[config.mk]
export PLATFORM = sky130hd
export DESIGN_NAME = eeprom_rw
export DESIGN_NICKNAME = d
export VERILOG_FILES = /design/src/verilog/eeprom_pkg.sv /design/src/verilog/bus_condition.sv /design/src/verilog/byte_shifter.sv /design/src/verilog/eeprom_ctrl.sv /design/src/verilog/eeprom_rw.sv
export SDC_FILE = /design/constraint.sdc
export NUM_CORES = 1
export LEC_CHECK = 0
export BUFFER_PORTS_ARGS = -buffer_cell sky130_fd_sc_hd__buf_4
export CORE_ASPECT_RATIO = 1.5
export CORE_UTILIZATION = 40
export CTS_BUF_LIST = sky130_fd_sc_hd__clkbuf_4 sky130_fd_sc_hd__clkbuf_8
export DETAILED_ROUTE_END_ITERATION = 10
export PLACE_DENSITY_LB_ADDON = 0.08
export SLEW_MARGIN = 20
export SYNTH_ARGS = -nofsm -noshare
export SYNTH_HDL_FRONTEND = slang
export SYNTH_HIERARCHICAL = 1
export SYNTH_SLANG_ARGS = --single-unit
[constraint.sdc]
create_clock -name CLK -period 2.18 [get_ports CLK]
set_input_delay 0.436 -clock CLK [delete_from_list [all_inputs] [get_ports CLK]]
set_output_delay 0.436 -clock CLK [all_outputs]
set_load 0.1 [all_outputs]
[src/verilog/eeprom_pkg.sv]
package eeprom_pkg;

    localparam int addr_w = 11;
    localparam int data_w = 8;

    localparam logic [3:0] dev_code_std = 4'b1010; // 24Cxx memory device code

    // shifter direction
    localparam logic dir_tx = 1'b0;
    localparam logic dir_rx = 1'b1;

    typedef enum logic [3:0] {
        st_idle,
        st_start,
        st_ctrl_wr,
        st_addr_wr,
        st_data_wr,
        st_restart,
        st_ctrl_rd,
        st_data_rd,
        st_stop,
        st_done
    } ctrl_state_t;

    typedef struct packed {
        logic [3:0] dev;
        logic [2:0] blk;     // address bits 10..8
        logic       rd_flag;
    } ctrl_byte_s;

    // one byte on the wire
    typedef union packed {
        ctrl_byte_s        ctrl;
        logic [data_w-1:0] raw;
    } ser_byte_u;

    typedef enum logic {
        cond_start,
        cond_stop
    } cond_kind_t;

endpackage

[src/verilog/bus_condition.sv]
`timescale 1ns/1ns
module bus_condition import eeprom_pkg::*; (
    input  logic       CLK,
    input  logic       RESET,
    input  logic       cond_req,
    input  cond_kind_t cond_kind,
    input  logic       tx_bit,
    input  logic       tx_active,
    input  logic       bus_own,
    output logic       scl,
    output logic       bit_tick,
    output logic       cond_done,
    output logic       sda_out,
    output logic       sda_oe
);

    cond_kind_t kind;
    logic       active;
    logic [1:0] step;
    logic       cond_sda;

    // scl moves on the falling edge so sda updates land mid phase
    always_ff @(negedge CLK) begin
        if (RESET)
            scl <= 1'b0;
        else
            scl <= ~scl;
    end

    assign bit_tick = ~scl;

    // condition spans two scl periods, sda flips mid high of the second
    always_ff @(posedge CLK) begin
        if (RESET) begin
            active    <= 1'b0;
            step      <= 2'd0;
            kind      <= cond_start;
            cond_sda  <= 1'b1;
            cond_done <= 1'b0;
        end else begin
            cond_done <= 1'b0;
            if (cond_req) begin
                active   <= 1'b1;
                step     <= 2'd0;
                kind     <= cond_kind;
                cond_sda <= (cond_kind == cond_start); // setup level
            end else if (active) begin
                step <= step + 2'd1;
                if (step == 2'd2) begin
                    cond_sda  <= (kind == cond_stop);
                    cond_done <= 1'b1;
                end
                if (step == 2'd3)
                    active <= 1'b0;
            end
        end
    end

    assign sda_oe  = active | (bus_own & tx_active);
    assign sda_out = active ? cond_sda : tx_bit;

endmodule

[src/verilog/byte_shifter.sv]
`timescale 1ns/1ns
module byte_shifter import eeprom_pkg::*; (
    input  logic              CLK,
    input  logic              RESET,
    input  logic              bit_tick,
    input  logic              load,
    input  ser_byte_u         load_byte,
    input  logic              dir,
    input  logic              master_ack_bit,
    input  logic              sda_in,
    output logic              tx_bit,
    output logic              tx_active,
    output logic              byte_done,
    output logic              slave_ack,
    output logic [data_w-1:0] rx_byte
);

    logic [data_w-1:0] sh;
    logic [3:0]        cnt;     // 0 idle, 1..8 data slots, 9 acknowledge slot
    logic              rx_mode;
    logic              tx_shift;
    logic              rx_sample;

    assign tx_shift  = !rx_mode && cnt >= 4'd1 && cnt <= 4'd7;
    assign rx_sample = rx_mode && cnt >= 4'd1 && cnt <= 4'd8;
    assign rx_byte   = sh;

    // bit_tick edges fall mid scl low, the others mid scl high
    always_ff @(posedge CLK) begin
        if (RESET) begin
            cnt       <= 4'd0;
            rx_mode   <= 1'b0;
            tx_active <= 1'b0;
            tx_bit    <= 1'b1;
            byte_done <= 1'b0;
            slave_ack <= 1'b0;
        end else begin
            byte_done <= 1'b0;
            if (bit_tick) begin
                if (load) begin
                    cnt       <= 4'd1;
                    rx_mode   <= dir;
                    tx_active <= (dir == dir_tx);
                    tx_bit    <= load_byte.raw[data_w-1];
                end else if (cnt >= 4'd1 && cnt <= 4'd7) begin
                    cnt <= cnt + 4'd1;
                    if (!rx_mode)
                        tx_bit <= sh[data_w-1];
                end else if (cnt == 4'd8) begin
                    cnt       <= 4'd9;
                    tx_active <= rx_mode;   // we only drive the ack slot when reading
                    tx_bit    <= master_ack_bit;
                end else if (cnt == 4'd9) begin
                    cnt       <= 4'd0;
                    tx_active <= 1'b0;
                end
            end else if (cnt == 4'd9) begin
                slave_ack <= sda_in;
                byte_done <= 1'b1;
            end
        end
    end

    always_ff @(posedge CLK) begin
        if (bit_tick) begin
            if (load)
                sh <= {load_byte.raw[data_w-2:0], 1'b0}; // msb already on the wire
            else if (tx_shift)
                sh <= {sh[data_w-2:0], 1'b0};
        end else if (rx_sample) begin
            sh <= {sh[data_w-2:0], sda_in};
        end
    end

endmodule

[src/verilog/eeprom_ctrl.sv]
`timescale 1ns/1ns
module eeprom_ctrl import eeprom_pkg::*; #(
    parameter logic [3:0] dev_code = dev_code_std
) (
    input  logic              CLK,
    input  logic              RESET,
    input  logic              wr,
    input  logic              rd,
    input  logic [addr_w-1:0] addr,
    input  logic [data_w-1:0] wdata,
    input  logic              bit_tick,
    input  logic              cond_done,
    input  logic              byte_done,
    input  logic              slave_ack,
    input  logic [data_w-1:0] rx_byte,
    output logic              cond_req,
    output cond_kind_t        cond_kind,
    output logic              load,
    output ser_byte_u         load_byte,
    output logic              dir,
    output logic              master_ack_bit,
    output logic              bus_own,
    output logic              ack,
    output logic              nack,
    output logic [data_w-1:0] rdata
);

    ctrl_state_t state;
    ctrl_state_t nxt;
    ctrl_state_t launch_st;  // phase whose command goes out this cycle
    logic        op_rd;      // 1 = random read
    logic        pending;    // start condition waits for the next bit tick
    logic        phase_end;
    logic        launch;

    // only one of the two blocks is ever busy
    assign phase_end = cond_done | byte_done;

    always_comb begin
        case (state)
            st_start:   nxt = st_ctrl_wr;
            st_ctrl_wr: nxt = st_addr_wr;
            st_addr_wr: nxt = op_rd ? st_restart : st_data_wr;
            st_data_wr: nxt = st_stop;
            st_restart: nxt = st_ctrl_rd;
            st_ctrl_rd: nxt = st_data_rd;
            st_data_rd: nxt = st_stop;
            st_stop:    nxt = st_done;
            default:    nxt = st_idle;
        endcase
    end

    // next phase is launched in the very cycle the previous one ends,
    // so no stray scl pulse lands between bytes and conditions
    assign launch_st = phase_end ? nxt : state;
    assign launch    = phase_end | (pending & bit_tick);

    always_comb begin
        cond_req  = 1'b0;
        cond_kind = cond_start;
        load      = 1'b0;
        load_byte = '0;
        dir       = dir_tx;
        case (launch_st)
            st_start, st_restart: begin
                cond_req = launch;
            end
            st_stop: begin
                cond_req  = launch;
                cond_kind = cond_stop;
            end
            st_ctrl_wr, st_ctrl_rd: begin
                load                   = launch;
                load_byte.ctrl.dev     = dev_code;
                load_byte.ctrl.blk     = addr[addr_w-1:data_w];
                load_byte.ctrl.rd_flag = (launch_st == st_ctrl_rd);
            end
            st_addr_wr: begin
                load          = launch;
                load_byte.raw = addr[data_w-1:0];
            end
            st_data_wr: begin
                load          = launch;
                load_byte.raw = wdata;
            end
            st_data_rd: begin
                load = launch;
                dir  = dir_rx;
            end
            default: ;
        endcase
    end

    assign master_ack_bit = 1'b1; // single byte read ends with no-acknowledge

    // master may drive sda only inside a byte phase
    assign bus_own = (state == st_ctrl_wr) || (state == st_addr_wr) ||
                     (state == st_data_wr) || (state == st_ctrl_rd) ||
                     (state == st_data_rd);

    assign ack = (state == st_done);

    always_ff @(posedge CLK) begin
        if (RESET) begin
            state   <= st_idle;
            op_rd   <= 1'b0;
            pending <= 1'b0;
            nack    <= 1'b0;
        end else begin
            case (state)
                st_idle: begin
                    if (wr || rd) begin
                        state   <= st_start;
                        op_rd   <= ~wr;   // write wins
                        pending <= 1'b1;
                        nack    <= 1'b0;
                    end
                end
                st_done: state <= st_idle;
                default: begin
                    if (pending && bit_tick)
                        pending <= 1'b0;
                    if (phase_end)
                        state <= nxt;
                    // slave acks only, the read data slot carries our own bit
                    if (byte_done && state != st_data_rd && slave_ack)
                        nack <= 1'b1;
                end
            endcase
        end
    end

    always_ff @(posedge CLK) begin
        if (byte_done && state == st_data_rd)
            rdata <= rx_byte;
    end

endmodule

[src/verilog/eeprom_rw.sv]
`timescale 1ns/1ns
module eeprom_rw import eeprom_pkg::*; #(
    parameter logic [3:0] dev_code = dev_code_std
) (
    input  logic              CLK,
    input  logic              RESET,
    input  logic              wr,
    input  logic              rd,
    input  logic [addr_w-1:0] addr,
    input  logic [data_w-1:0] wdata,
    output logic [data_w-1:0] rdata,
    output logic              ack,
    output logic              nack,
    output logic              scl,
    output logic              sda_out,
    output logic              sda_oe,
    input  logic              sda_in
);

    logic              bit_tick;
    logic              cond_req;
    cond_kind_t        cond_kind;
    logic              cond_done;
    logic              load;
    ser_byte_u         load_byte;
    logic              dir;
    logic              master_ack_bit;
    logic              bus_own;
    logic              tx_bit;
    logic              tx_active;
    logic              byte_done;
    logic              slave_ack;
    logic [data_w-1:0] rx_byte;

    eeprom_ctrl #(
        .dev_code(dev_code)
    ) u_ctrl (
        .CLK            (CLK),
        .RESET          (RESET),
        .wr             (wr),
        .rd             (rd),
        .addr           (addr),
        .wdata          (wdata),
        .bit_tick       (bit_tick),
        .cond_done      (cond_done),
        .byte_done      (byte_done),
        .slave_ack      (slave_ack),
        .rx_byte        (rx_byte),
        .cond_req       (cond_req),
        .cond_kind      (cond_kind),
        .load           (load),
        .load_byte      (load_byte),
        .dir            (dir),
        .master_ack_bit (master_ack_bit),
        .bus_own        (bus_own),
        .ack            (ack),
        .nack           (nack),
        .rdata          (rdata)
    );

    byte_shifter u_shifter (
        .CLK            (CLK),
        .RESET          (RESET),
        .bit_tick       (bit_tick),
        .load           (load),
        .load_byte      (load_byte),
        .dir            (dir),
        .master_ack_bit (master_ack_bit),
        .sda_in         (sda_in),
        .tx_bit         (tx_bit),
        .tx_active      (tx_active),
        .byte_done      (byte_done),
        .slave_ack      (slave_ack),
        .rx_byte        (rx_byte)
    );

    bus_condition u_cond (
        .CLK       (CLK),
        .RESET     (RESET),
        .cond_req  (cond_req),
        .cond_kind (cond_kind),
        .tx_bit    (tx_bit),
        .tx_active (tx_active),
        .bus_own   (bus_own),
        .scl       (scl),
        .bit_tick  (bit_tick),
        .cond_done (cond_done),
        .sda_out   (sda_out),
        .sda_oe    (sda_oe)
    );

endmodule
After elaboration in Yosys (flattened, before gate mapping). Cells that the tools add are included.

Output and inout port bits: 13. Logic and storage cells: 142. Bits of input ports: 24. Register bits: 39.

Equality and inequality tests: 26. Muxes and demuxes: 41. Reductions and logical operators: 41. $lt $le $gt $ge: 3. $add $sub $neg: 2. Bitwise logic cells: 11.

Operators by type and width (count): $eq 4x3->1 const B (8); $mux 8 (4); $pmux 4 s7 (1); $mux 1 (26); $mux 4 (6); $pmux 8 s3 (1); $eq 4x4->1 const B (5); $eq 4x2->1 const B (4); $reduce_and 2->1 (6); $reduce_and 3->1 (4); $logic_and 1x1->1 (9); $reduce_bool 3->1 (3); $eq 4x1->1 const B (2); $pmux 4 s2 (1); $reduce_bool 2->1 (4); $reduce_or 2->1 (4); $not 1->1 (6); $reduce_or 3->1 (2); $logic_or 1x1->1 (5); $reduce_or 5->1 (1); $add 4x1->4 const B (1); $eq 2x2->1 const B (2); $ge 4x1->1 const B (1); $le 4x3->1 const B (1); 12 further kinds (17).

Longest topological paths before layout. Gate-level depths: netlist (run 1).

Depth in word-level cells: 9. Depth in mapped cells: 10. Gate-level depth less buffers: 8.

Hierarchy. The synthesis (run 1) kept the hierarchy.

Modules (own cells, without submodules): eeprom_ctrl (area an instance 1037.2 sq um, cells each 118, sequential area each 380.4 sq um, times used 1); byte_shifter (area an instance 939.7 sq um, cells each 89, sequential area each 420.4 sq um, times used 1); bus_condition (area an instance 310.3 sq um, cells each 31, sequential area each 140.1 sq um, times used 1).

==> metrics, run 1 <==
DP HPWL=4210 um; startpoint types=flop; vias in the first global route=1,970; r2r setup slk=-540 ps; number of max-cap violations=0; Finished Core Util=59.2%; FFs w/ async S/R, synth=0%; post-synth net total=268; maximum level of the CTS H-tree=2; TritonCTS clock tree=done; Hold Fails Final Rpt=0; Die ar.=0.00603 mm2; number of diodes=0; Synth Flop Type=dfxtp_1; initial antenna violation count=0; Pre-antenna DRT Iters=4; Post-synth EDFFs=16; Met2 Wirelength=3040 um; Placeable Area=0.00549 mm2; Clock Skew=57.9 ps; gr usage total=20.6%; 1st-iter DRT viols=99; worst relative slew slack=62.8%; r2r worst-path depth=8; antenna-violating nets left=0; TritonCTS Buffers=5; YS warnings=6; top cell type's share of synthesized area=21.0%; most frequent cell after synthesis=dfxtp_1; power per standard cell area=841 mW/mm2; Post-layout nets=338; #FFs+latches synth=39; Hold Crit Depth=2; Setup Total Neg Slack=-14,610 ps; min-delay src=wr; port bufs=36; clock latency on the worst-skew pair=350 ps; outcome=finished, violations left; Tot Pwr=2740 uW; WHS Endpoint=u_ctrl/op_rd; Max VDD drop=0.653 mV; RSZ-0062 raised after global routing=true; Synth Instances=238; fraction of layout cells with a size suffix above 1=44.0%; worst r2r src=u_cond/scl; Crit Reg-Reg Endpoint=u_cond/cond_sda; die height=94.6 um; Chip Width=63.7 um; Setup violations, final=33; clock sink count=39; most area-consuming cells after synthesis=edfxtp_1, dfxtp_1, mux2_2; Post-CTS Hold Buffers=0; number of distinct library cells after synthesis=70; Leak Pwr=0.00136 uW; Root Driver=clkbuf_8; Met1 Wirelength=2560 um; critical path class=reg2reg; effective utilization at floorplan=41.6%; Detailed Route WL=5930 um; CTS max path bufs=2; sequential cell area fraction in the yosys report=41.1%; Area growth syn-to-layout=42.2%; hold slack=326 ps; Final GP Congestion=0.859; Worst-path clk slew=80 ps; CP max-delay cell=dfxtp_4; CP Cell Sequence=inv_4 > nand2_4 > buf_4 > o31a_1 > o31ai_4 > buf_6 > nand4bb_1 > a31o_1; Largest stage delay, worst path=340 ps; DRC=0; Ports=37; commonest cells in the netlist=dfxtp_1, nand2_1, nor2_1, edfxtp_1, a21oi_1; mean post-synth cell area=9.61 um2; Required @ worst endpoint=2430 ps; via count=2,070; CP arrival=2970 ps; Slew @ Worst Pin=554 ps; critical path peak fanout=5; PnR worst setup slack=-541 ps; CP Capture Type=flop; violated checks=setup timing; Highest Signal Layer=met4; max-slew violations=0; Hold/Removal Path Class=in2reg; met3 WL=187 um; largest net degree at the start of global routing=27; drt wl/cell=15.6 um; FP Rows=33; first-pass GRT wire length=9520 um; GRT overflow=0; Syn Std Cell Area=0.00229 mm2; Yosys top cell by area=edfxtp_1; Via density=5.46
[worst max-delay path by stage]
| stage | start | endpoint | slack (ps) |
|---|---|---|---|
| 6_report | u_cond/scl | u_cond/cond_sda | -540 |
| 5_1_grt | u_cond/scl | u_shifter/rx_byte[3] | -600 |
| 4_1_cts | u_cond/scl | u_shifter/rx_byte[6] | -560 |
| 3_5_place_dp | u_cond/scl | u_shifter/rx_byte[5] | -530 |
| 3_3_place_gp | u_cond/scl | u_shifter/rx_byte[1] | -520 |
| 2_1_floorplan | u_cond/scl | u_shifter/rx_byte[1] | -640 |
[final cells by class]
| type | instances | area, um2 |
|---|---|---|
| Clock inverter | 4 | 47.5 |
| Timing Repair Buffer | 79 | 669 |
| Sequential cell | 39 | 948 |
| Fill cell | 490 | 2240 |
| Tap cell | 70 | 87.6 |
| Multi-Input combinational cell | 170 | 1370 |
| Inverter | 12 | 65.1 |
| Clock buffer | 5 | 68.8 |
[logic make-up after synthesis]
kind of cell | after synthesis | share of synthesized area, %
AO/OA/AOI/OAI | 72 | 24.2
XOR/XNOR | 4 | 1.53
adder cells (fa/ha/maj) | 6 | 3.28
buffers and inverters | 29 | 6.45
flip-flops | 39 | 41.1
multiplexers | 9 | 4.38
other | 1 | 0.164
AND/OR/NAND/NOR | 78 | 18.9
[state kept, by name, indices dropped and copies added (netlist names)]
signal / cells
u_shifter/rx_byte: 8
u_cond/cond_sda: 1
u_cond/scl: 1
u_cond/cond_done: 1
u_ctrl/state: 4
u_shifter/slave_ack: 1
u_ctrl/op_rd: 1
u_shifter/tx_active: 1
u_shifter/cnt: 4
u_cond/step: 2
u_cond/active: 1
u_ctrl/pending: 1
u_ctrl/nack: 1
u_shifter/rx_mode: 1
u_shifter/tx_bit: 1
u_shifter/byte_done: 1
u_cond/kind: 1
u_ctrl/rdata: 8
[cell usage in the layout (no fill, tap or decap), types with 6 or more instances in the layout]
master / instances
inv_1: 7
ha_1: 6
buf_6: 7
mux2_4: 7
dfxtp_1: 19
edfxtp_1: 16
nor2_1: 17
nor3_1: 7
o21ai_0: 6
nand2_1: 15
a21oi_1: 9
buf_4: 68
[routing by layer]
layer  GRT usage, %  up-vias
met5              0        -
met4           9.28        0
met3           3.14       10
met2           34.8       45
met1           25.7      995
li1               -     1020
[critical path, delay by kind of cell (launching register included)]
family                 cells  cell delay [ps]
AOI/OAI and AO/OA          3              640
buffers and inverters      3              360
DFF                        1              340
and+or+nand+nor            2              190
[where the power goes]
group | switching [uW] | internal, uW
registers | 114 | 922
clock network | 292 | 344
logic | 578 | 487
total | 984 | 1750
[what timing repair did]
item / CTS / global route
gates resized for setup: 21 / 30
setup buffers: 11 / 7
pin swaps: 7 / 8
setup endpoints to repair: 31 / 35
[through the flow]
stage               cell area, um2  setup WS, ps  instances
floorplan                     2350          -644        238
global placement              2820          -516        356
detailed placement            2820          -534        356
CTS                           3110          -559        375
global route                  3250          -598        379
finish                        3250          -541        379
(Power assumes the default switching activity.)
==> run 2: changes to the inputs <==
- REMOVE_ABC_BUFFERS: unset -> 1
==> run 2 against run 1 <==
The run still ends with setup timing left; first-iteration DRC count down 29%; sequential power about the same; register-to-register slack worse by 20 ps; sequential cell count unchanged; power down 4.0%; combinational power down 7%; final area down 3.2%; worst hold slack better by 3.3 ps; sequential share of layout area up 0.80 points; via count down 1.4%; utilization down 1.9 points; global-route usage down 1.2 points; critical path type unchanged; largest power group is now registers; highest routed layer unchanged.
==> metrics, run 2 (synthesis gave the netlist of run 1 again) <==
Top delay family on crit path=buffers and inverters; Setup Total Neg Slack=-14,680 ps (-70.7 ps); PnR worst setup slack=-559 ps (-18.7 ps); leading cell types in the layout, fill and taps excluded=buf_4, dfxtp_1, nor2_1, edfxtp_1, nand2_1; Final GP Congestion=0.860 (+0.12%); initial antenna violation count=0 (unchanged); Slew @ Worst Pin=550 ps (-3.88 ps); Required @ worst endpoint=2180 ps (-250 ps); drt wl/cell=15.1 um (-3.7%); clock sink count=39 (unchanged); FP Rows=33 (unchanged); Inst Count DP=358 (+0.56%); Root Driver=clkbuf_8; Area growth syn-to-layout=37.7%; Finished Layout Cells=378 (-0.26%); Largest stage delay, worst path=320 ps (-20 ps); Hold Fails Final Rpt=0 (unchanged); effective utilization at floorplan=41.6% (unchanged); Setup violations, final=32 (-3.0%); maximum level of the CTS H-tree=2 (unchanged); DRC=0 (unchanged); Post-layout nets=337 (-0.30%); port bufs=36 (unchanged); CP max-delay cell=dfxtp_2; CTS max path bufs=2 (unchanged); outcome=finished, violations left; Clock Skew=62.0 ps (+4.14 ps); TritonCTS clock tree=done; commonest non-fill, non-tap cell in the layout=buf_4; Detailed Route WL=5690 um (-4.0%); CP Capture Type=flop; Post-DP Area=0.00277 mm2 (-1.6%); via count=2,041 (-1.4%); worst relative slew slack=63.0% (+0.26 points); fillers=492 (+0.41%); critical path peak fanout=8 (+3); Design Area, Final=0.00315 mm2 (-3.2%); Hold/Removal Path Class=in2reg; antenna-violating nets left=0 (unchanged); TritonCTS Buffers=5 (unchanged); power per standard cell area=834 mW/mm2 (-0.87%); Leak Pwr=0.00127 uW (-6.3%); DP Worst Slack=-594 ps (-59.9 ps); RSZ-0062 raised after global routing=true; max-slew violations=0 (unchanged); violated checks=setup timing; Die ar.=0.00603 mm2 (unchanged); number of max-cap violations=0 (unchanged); Worst-path clk slew=80 ps (about the same); fraction of layout cells with a size suffix above 1=41.6% (-2.5 points); DP HPWL=4160 um (-1.1%); clock latency on the worst-skew pair=340 ps (about the same); Pre-antenna DRT Iters=4 (unchanged); 1st-iter DRT viols=70 (-29%); Chip Width=63.7 um (unchanged); largest net degree at the start of global routing=27 (unchanged); critical path class=reg2reg; Placeable Area=0.00549 mm2 (unchanged); Ports=37 (unchanged); Buf/Inv on CP=4 (+1); CP Cell Sequence=inv_4 > nand2_4 > a221oi_2 > buf_4 > inv_6 > nand2_4 > o2111ai_2 > o21ai_1 > buf_4; GRT overflow=0 (unchanged); Via density=5.40 (-1.1%); startpoint types=flop; first-pass GRT wire length=9110 um (-4.3%); multi-input logic area=0.00130 mm2 (-4.9%); Max VDD drop=0.472 mV (-28%); hold slack=329 ps (+3.31 ps); Reg area=943 um2 (-0.53%); vias in the first global route=2,046 (+3.9%); die height=94.6 um (unchanged); CP arrival=2740 ps (-230 ps); gr usage total=19.4% (-1.2 points); number of diodes=0 (unchanged)
==> run 2: routing by layer <==
| layer | part of all wire [%] | GRT usage (%) | vias to the layer above |
|---|---|---|---|
| li1 | - | - | 1025 |
| met1 | 40 | 20.7 | 956 |
| met2 | 54 | 36.3 | 44 |
| met3 | 3.6 | 3.38 | 16 |
| met4 | 2.8 | 9.47 | 0 |
| met5 | 0 | 0 | - |
==> run 2: area by class of cell <==
type                    instances  area share [%]
well taps                      70            2.78
clock buffers                   5            2.19
inverters                      12            2.07
clock inverters                 4            1.31
multi-input cells             170            41.3
flip-flops and latches         39            30.0
repair buffers                 78            20.4
==> run 2: what timing repair did <==
| action | in CTS | in global routing |
|---|---|---|
| buffers inserted | 4 | 8 |
| endpoints found under the setup margin | 31 | 32 |
| pin swaps | 9 | 7 |
| gates cloned | 0 | 1 |
| hold buffers | 0 | 0 |
| gates resized for setup | 19 | 26 |
==> run 2: stage by stage <==
stage | power, uW | utilization [%]
after floorplan | 1640 | -
after global placement | 1910 | 50.5
after detailed placement | 1920 | 50.5
after CTS | 2550 | 54.2
after global routing | 2770 | 57.3
final | 2630 | 57.3
==> run 2: worst register-to-register path: cells and delay by family (launching register included) <==
kind / cells / cell delay (ps)
buffers and inverters: 4 / 480
AOI/OAI and AO/OA: 3 / 400
DFF: 1 / 320
and+or+nand+nor: 2 / 90
==> run 2: worst paths after layout <==
kind / startpoint / endpoint / slack [ps] / cells after the start
max: u_cond/scl / u_shifter/rx_byte[4] / -560 / 9
min: wr / u_ctrl/op_rd / 330 / 2
min reg2reg: u_shifter/rx_byte[6] / u_ctrl/rdata[6] / 460 / 0
max reg2reg: u_cond/scl / u_shifter/rx_byte[4] / -560 / 9
==> run 2: power by group <==
group | internal [uW] | leakage (uW) | total (uW) | switching [uW]
registers | 922 | 0.000335 | 1030 | 110
logic | 454 | 0.000879 | 1000 | 548
clock network | 337 | 0.0000612 | 593 | 256
==> run 3: changes to the inputs <==
- BUFFER_PORTS_ARGS: -buffer_cell sky130_fd_sc_hd__buf_4 -> unset
- DONT_BUFFER_PORTS: unset -> 1
==> run 3 against run 2 <==
Combinational power hardly changed; the flow still finishes with violations (setup timing); utilization fell by 3.5 points; power rose by 1.3%; worst hold slack worse by 120 ps; non-clock buffer count is 28 lower; critical path type unchanged; clock skew shrank 4.4 ps; sequential share of layout area up 2.0 points; largest cell class unchanged; wire length increased by 4.7%; die area did not move; via count decreased by 1.7%.
==> metrics, run 3 (synthesis gave the netlist of run 1 again) <==
1st-iter DRT viols=86 (+23%); FP Rows=33 (unchanged); first-pass GRT wire length=9880 um (+8.5%); worst r2r src=u_cond/scl; DP HPWL=4320 um (+3.8%); CP dominant cell by count=inv_2; Area growth syn-to-layout=29.2%; Post-CTS Hold Buffers=0 (unchanged); Worst-path clk slew=80 ps (about the same); fraction of layout cells with a size suffix above 1=37.9% (-3.7 points); Hold/Removal Path Class=in2reg; clock latency on the worst-skew pair=340 ps (about the same); Post-layout nets=309 (-8.3%); Placeable Area=0.00549 mm2 (unchanged); CTS max path bufs=2 (unchanged); Die ar.=0.00603 mm2 (unchanged); violated checks=setup timing; vias in the first global route=2,089 (+2.1%); RSZ-0062 raised after global routing=true; DRC=0 (unchanged); WHS Endpoint=u_ctrl/state[3]; power per standard cell area=900 mW/mm2 (+7.9%); GRT overflow=0 (unchanged); gr usage total=21.1% (+1.7 points); Detailed Route WL=5960 um (+4.7%); TritonCTS Buffers=5 (unchanged); r2r worst-path depth=8 (-1); Slew @ Worst Pin=684 ps (+134 ps); outcome=finished, violations left; Post-DP Area=0.00261 mm2 (-5.9%); hold slack=212 ps (-117 ps); min-delay src=RESET; Hold Crit Depth=1 (-1); Required @ worst endpoint=2180 ps (about the same); via count=2,006 (-1.7%); Final GP Congestion=0.824 (-4.2%); Largest stage delay, worst path=310 ps (about the same); effective utilization at floorplan=41.6% (unchanged); initial antenna violation count=0 (unchanged); CP Cell Sequence=inv_2 > nand2_4 > a221oi_4 > inv_2 > nand2_2 > o2111ai_2 > o21ai_1 > buf_4; CP Capture Type=flop; Setup violations, final=33 (+3.1%); Hold Fails Final Rpt=0 (unchanged); critical path class=reg2reg; critical path peak fanout=8 (unchanged); die height=94.6 um (unchanged); maximum level of the CTS H-tree=2 (unchanged); r2r setup slk=-590 ps (-40 ps); port bufs=0 (-100%); Pre-antenna DRT Iters=4 (unchanged); Clock Skew=57.6 ps (-4.40 ps); largest net degree at the start of global routing=28 (+3.7%); startpoint types=flop; Ports=37 (unchanged); Via density=5.73 (+6.1%); Max VDD drop=0.459 mV (-2.7%); max-slew violations=0 (unchanged); Root Driver=clkbuf_8; Leak Pwr=0.00119 uW (-6.8%); drt wl/cell=17.0 um (+13%); Design Area, Final=0.00296 mm2 (-6.2%); number of diodes=0 (unchanged); antenna-violating nets left=0 (unchanged); CP arrival=2780 ps (+40 ps); clock sink count=39 (unchanged); leading cell types in the layout, fill and taps excluded=buf_4, dfxtp_1, nor2_1; PnR worst setup slack=-595 ps (-35.5 ps); number of max-cap violations=0 (unchanged); Chip Width=63.7 um (unchanged); CP max-delay cell=dfxtp_2; worst relative slew slack=53.8% (-9.2 points); Crit Reg-Reg Endpoint=u_shifter/rx_byte[7]; commonest non-fill, non-tap cell in the layout=buf_4; TritonCTS clock tree=done
==> run 3: routing by layer <==
metal	wire (um)	vias up	track usage, %
li1	-	972	-
met1	2450	975	23.0
met2	3240	49	39.8
met3	189	10	3.62
met4	81	0	8.14
met5	0	-	0
==> run 3: critical path: cells and delay by family, from the launching register on <==
kind,cells,cell delay (ps)
flops,1,310
simple gates,2,150
buf+inv,3,370
compound gates,3,510
==> run 3: how the worst max path moves through the flow <==
| stage | startpoint | slack (ps) | end |
|---|---|---|---|
| detailed placement | u_cond/scl | -600 | u_shifter/rx_byte[3] |
| CTS | u_cond/scl | -560 | u_shifter/rx_byte[3] |
| floorplan | u_cond/scl | -1870 | u_shifter/rx_byte[0] |
| finish | u_cond/scl | -590 | u_shifter/rx_byte[7] |
| global route | u_cond/scl | -680 | u_shifter/rx_byte[0] |
| global placement | u_cond/scl | -550 | u_shifter/rx_byte[2] |
==> run 3: cell type report <==
cell class / count / area, um2
Clock buffer: 5 / 68.8
Clock inverter: 4 / 47.5
Fill cell: 502 / 2540
Inverter: 12 / 47.5
Multi-Input combinational cell: 170 / 1340
Sequential cell: 39 / 943
Tap cell: 70 / 87.6
Timing Repair Buffer: 50 / 423
==> run 3: through the flow <==
stage / total power [uW] / TNS (ps) / setup WS, ps / util, % / std cells
floorplan: 1640 / -47820 / -1870 / - / 222
global placement: 1870 / -13110 / -554 / 47.5 / 332
detailed placement: 1900 / -14000 / -599 / 47.5 / 332
CTS: 2620 / -14450 / -564 / 52.9 / 350
global route: 2800 / -17140 / -685 / 53.8 / 350
finish: 2660 / -14630 / -595 / 53.8 / 350
==> run 3: report_power, final <==
part / internal, uW / switching (uW) / leakage (uW)
Combinational: 442 / 581 / 0.000791
Sequential: 922 / 108 / 0.000335
Clock: 343 / 263 / 0.0000634
==> run 3: timing repair <==
action / 4_1_cts / 5_1_grt
endpoints found under the setup margin: 31 / 34
buffers inserted: 12 / 3
resized for setup: 30 / 13
pin swaps: 7 / 7
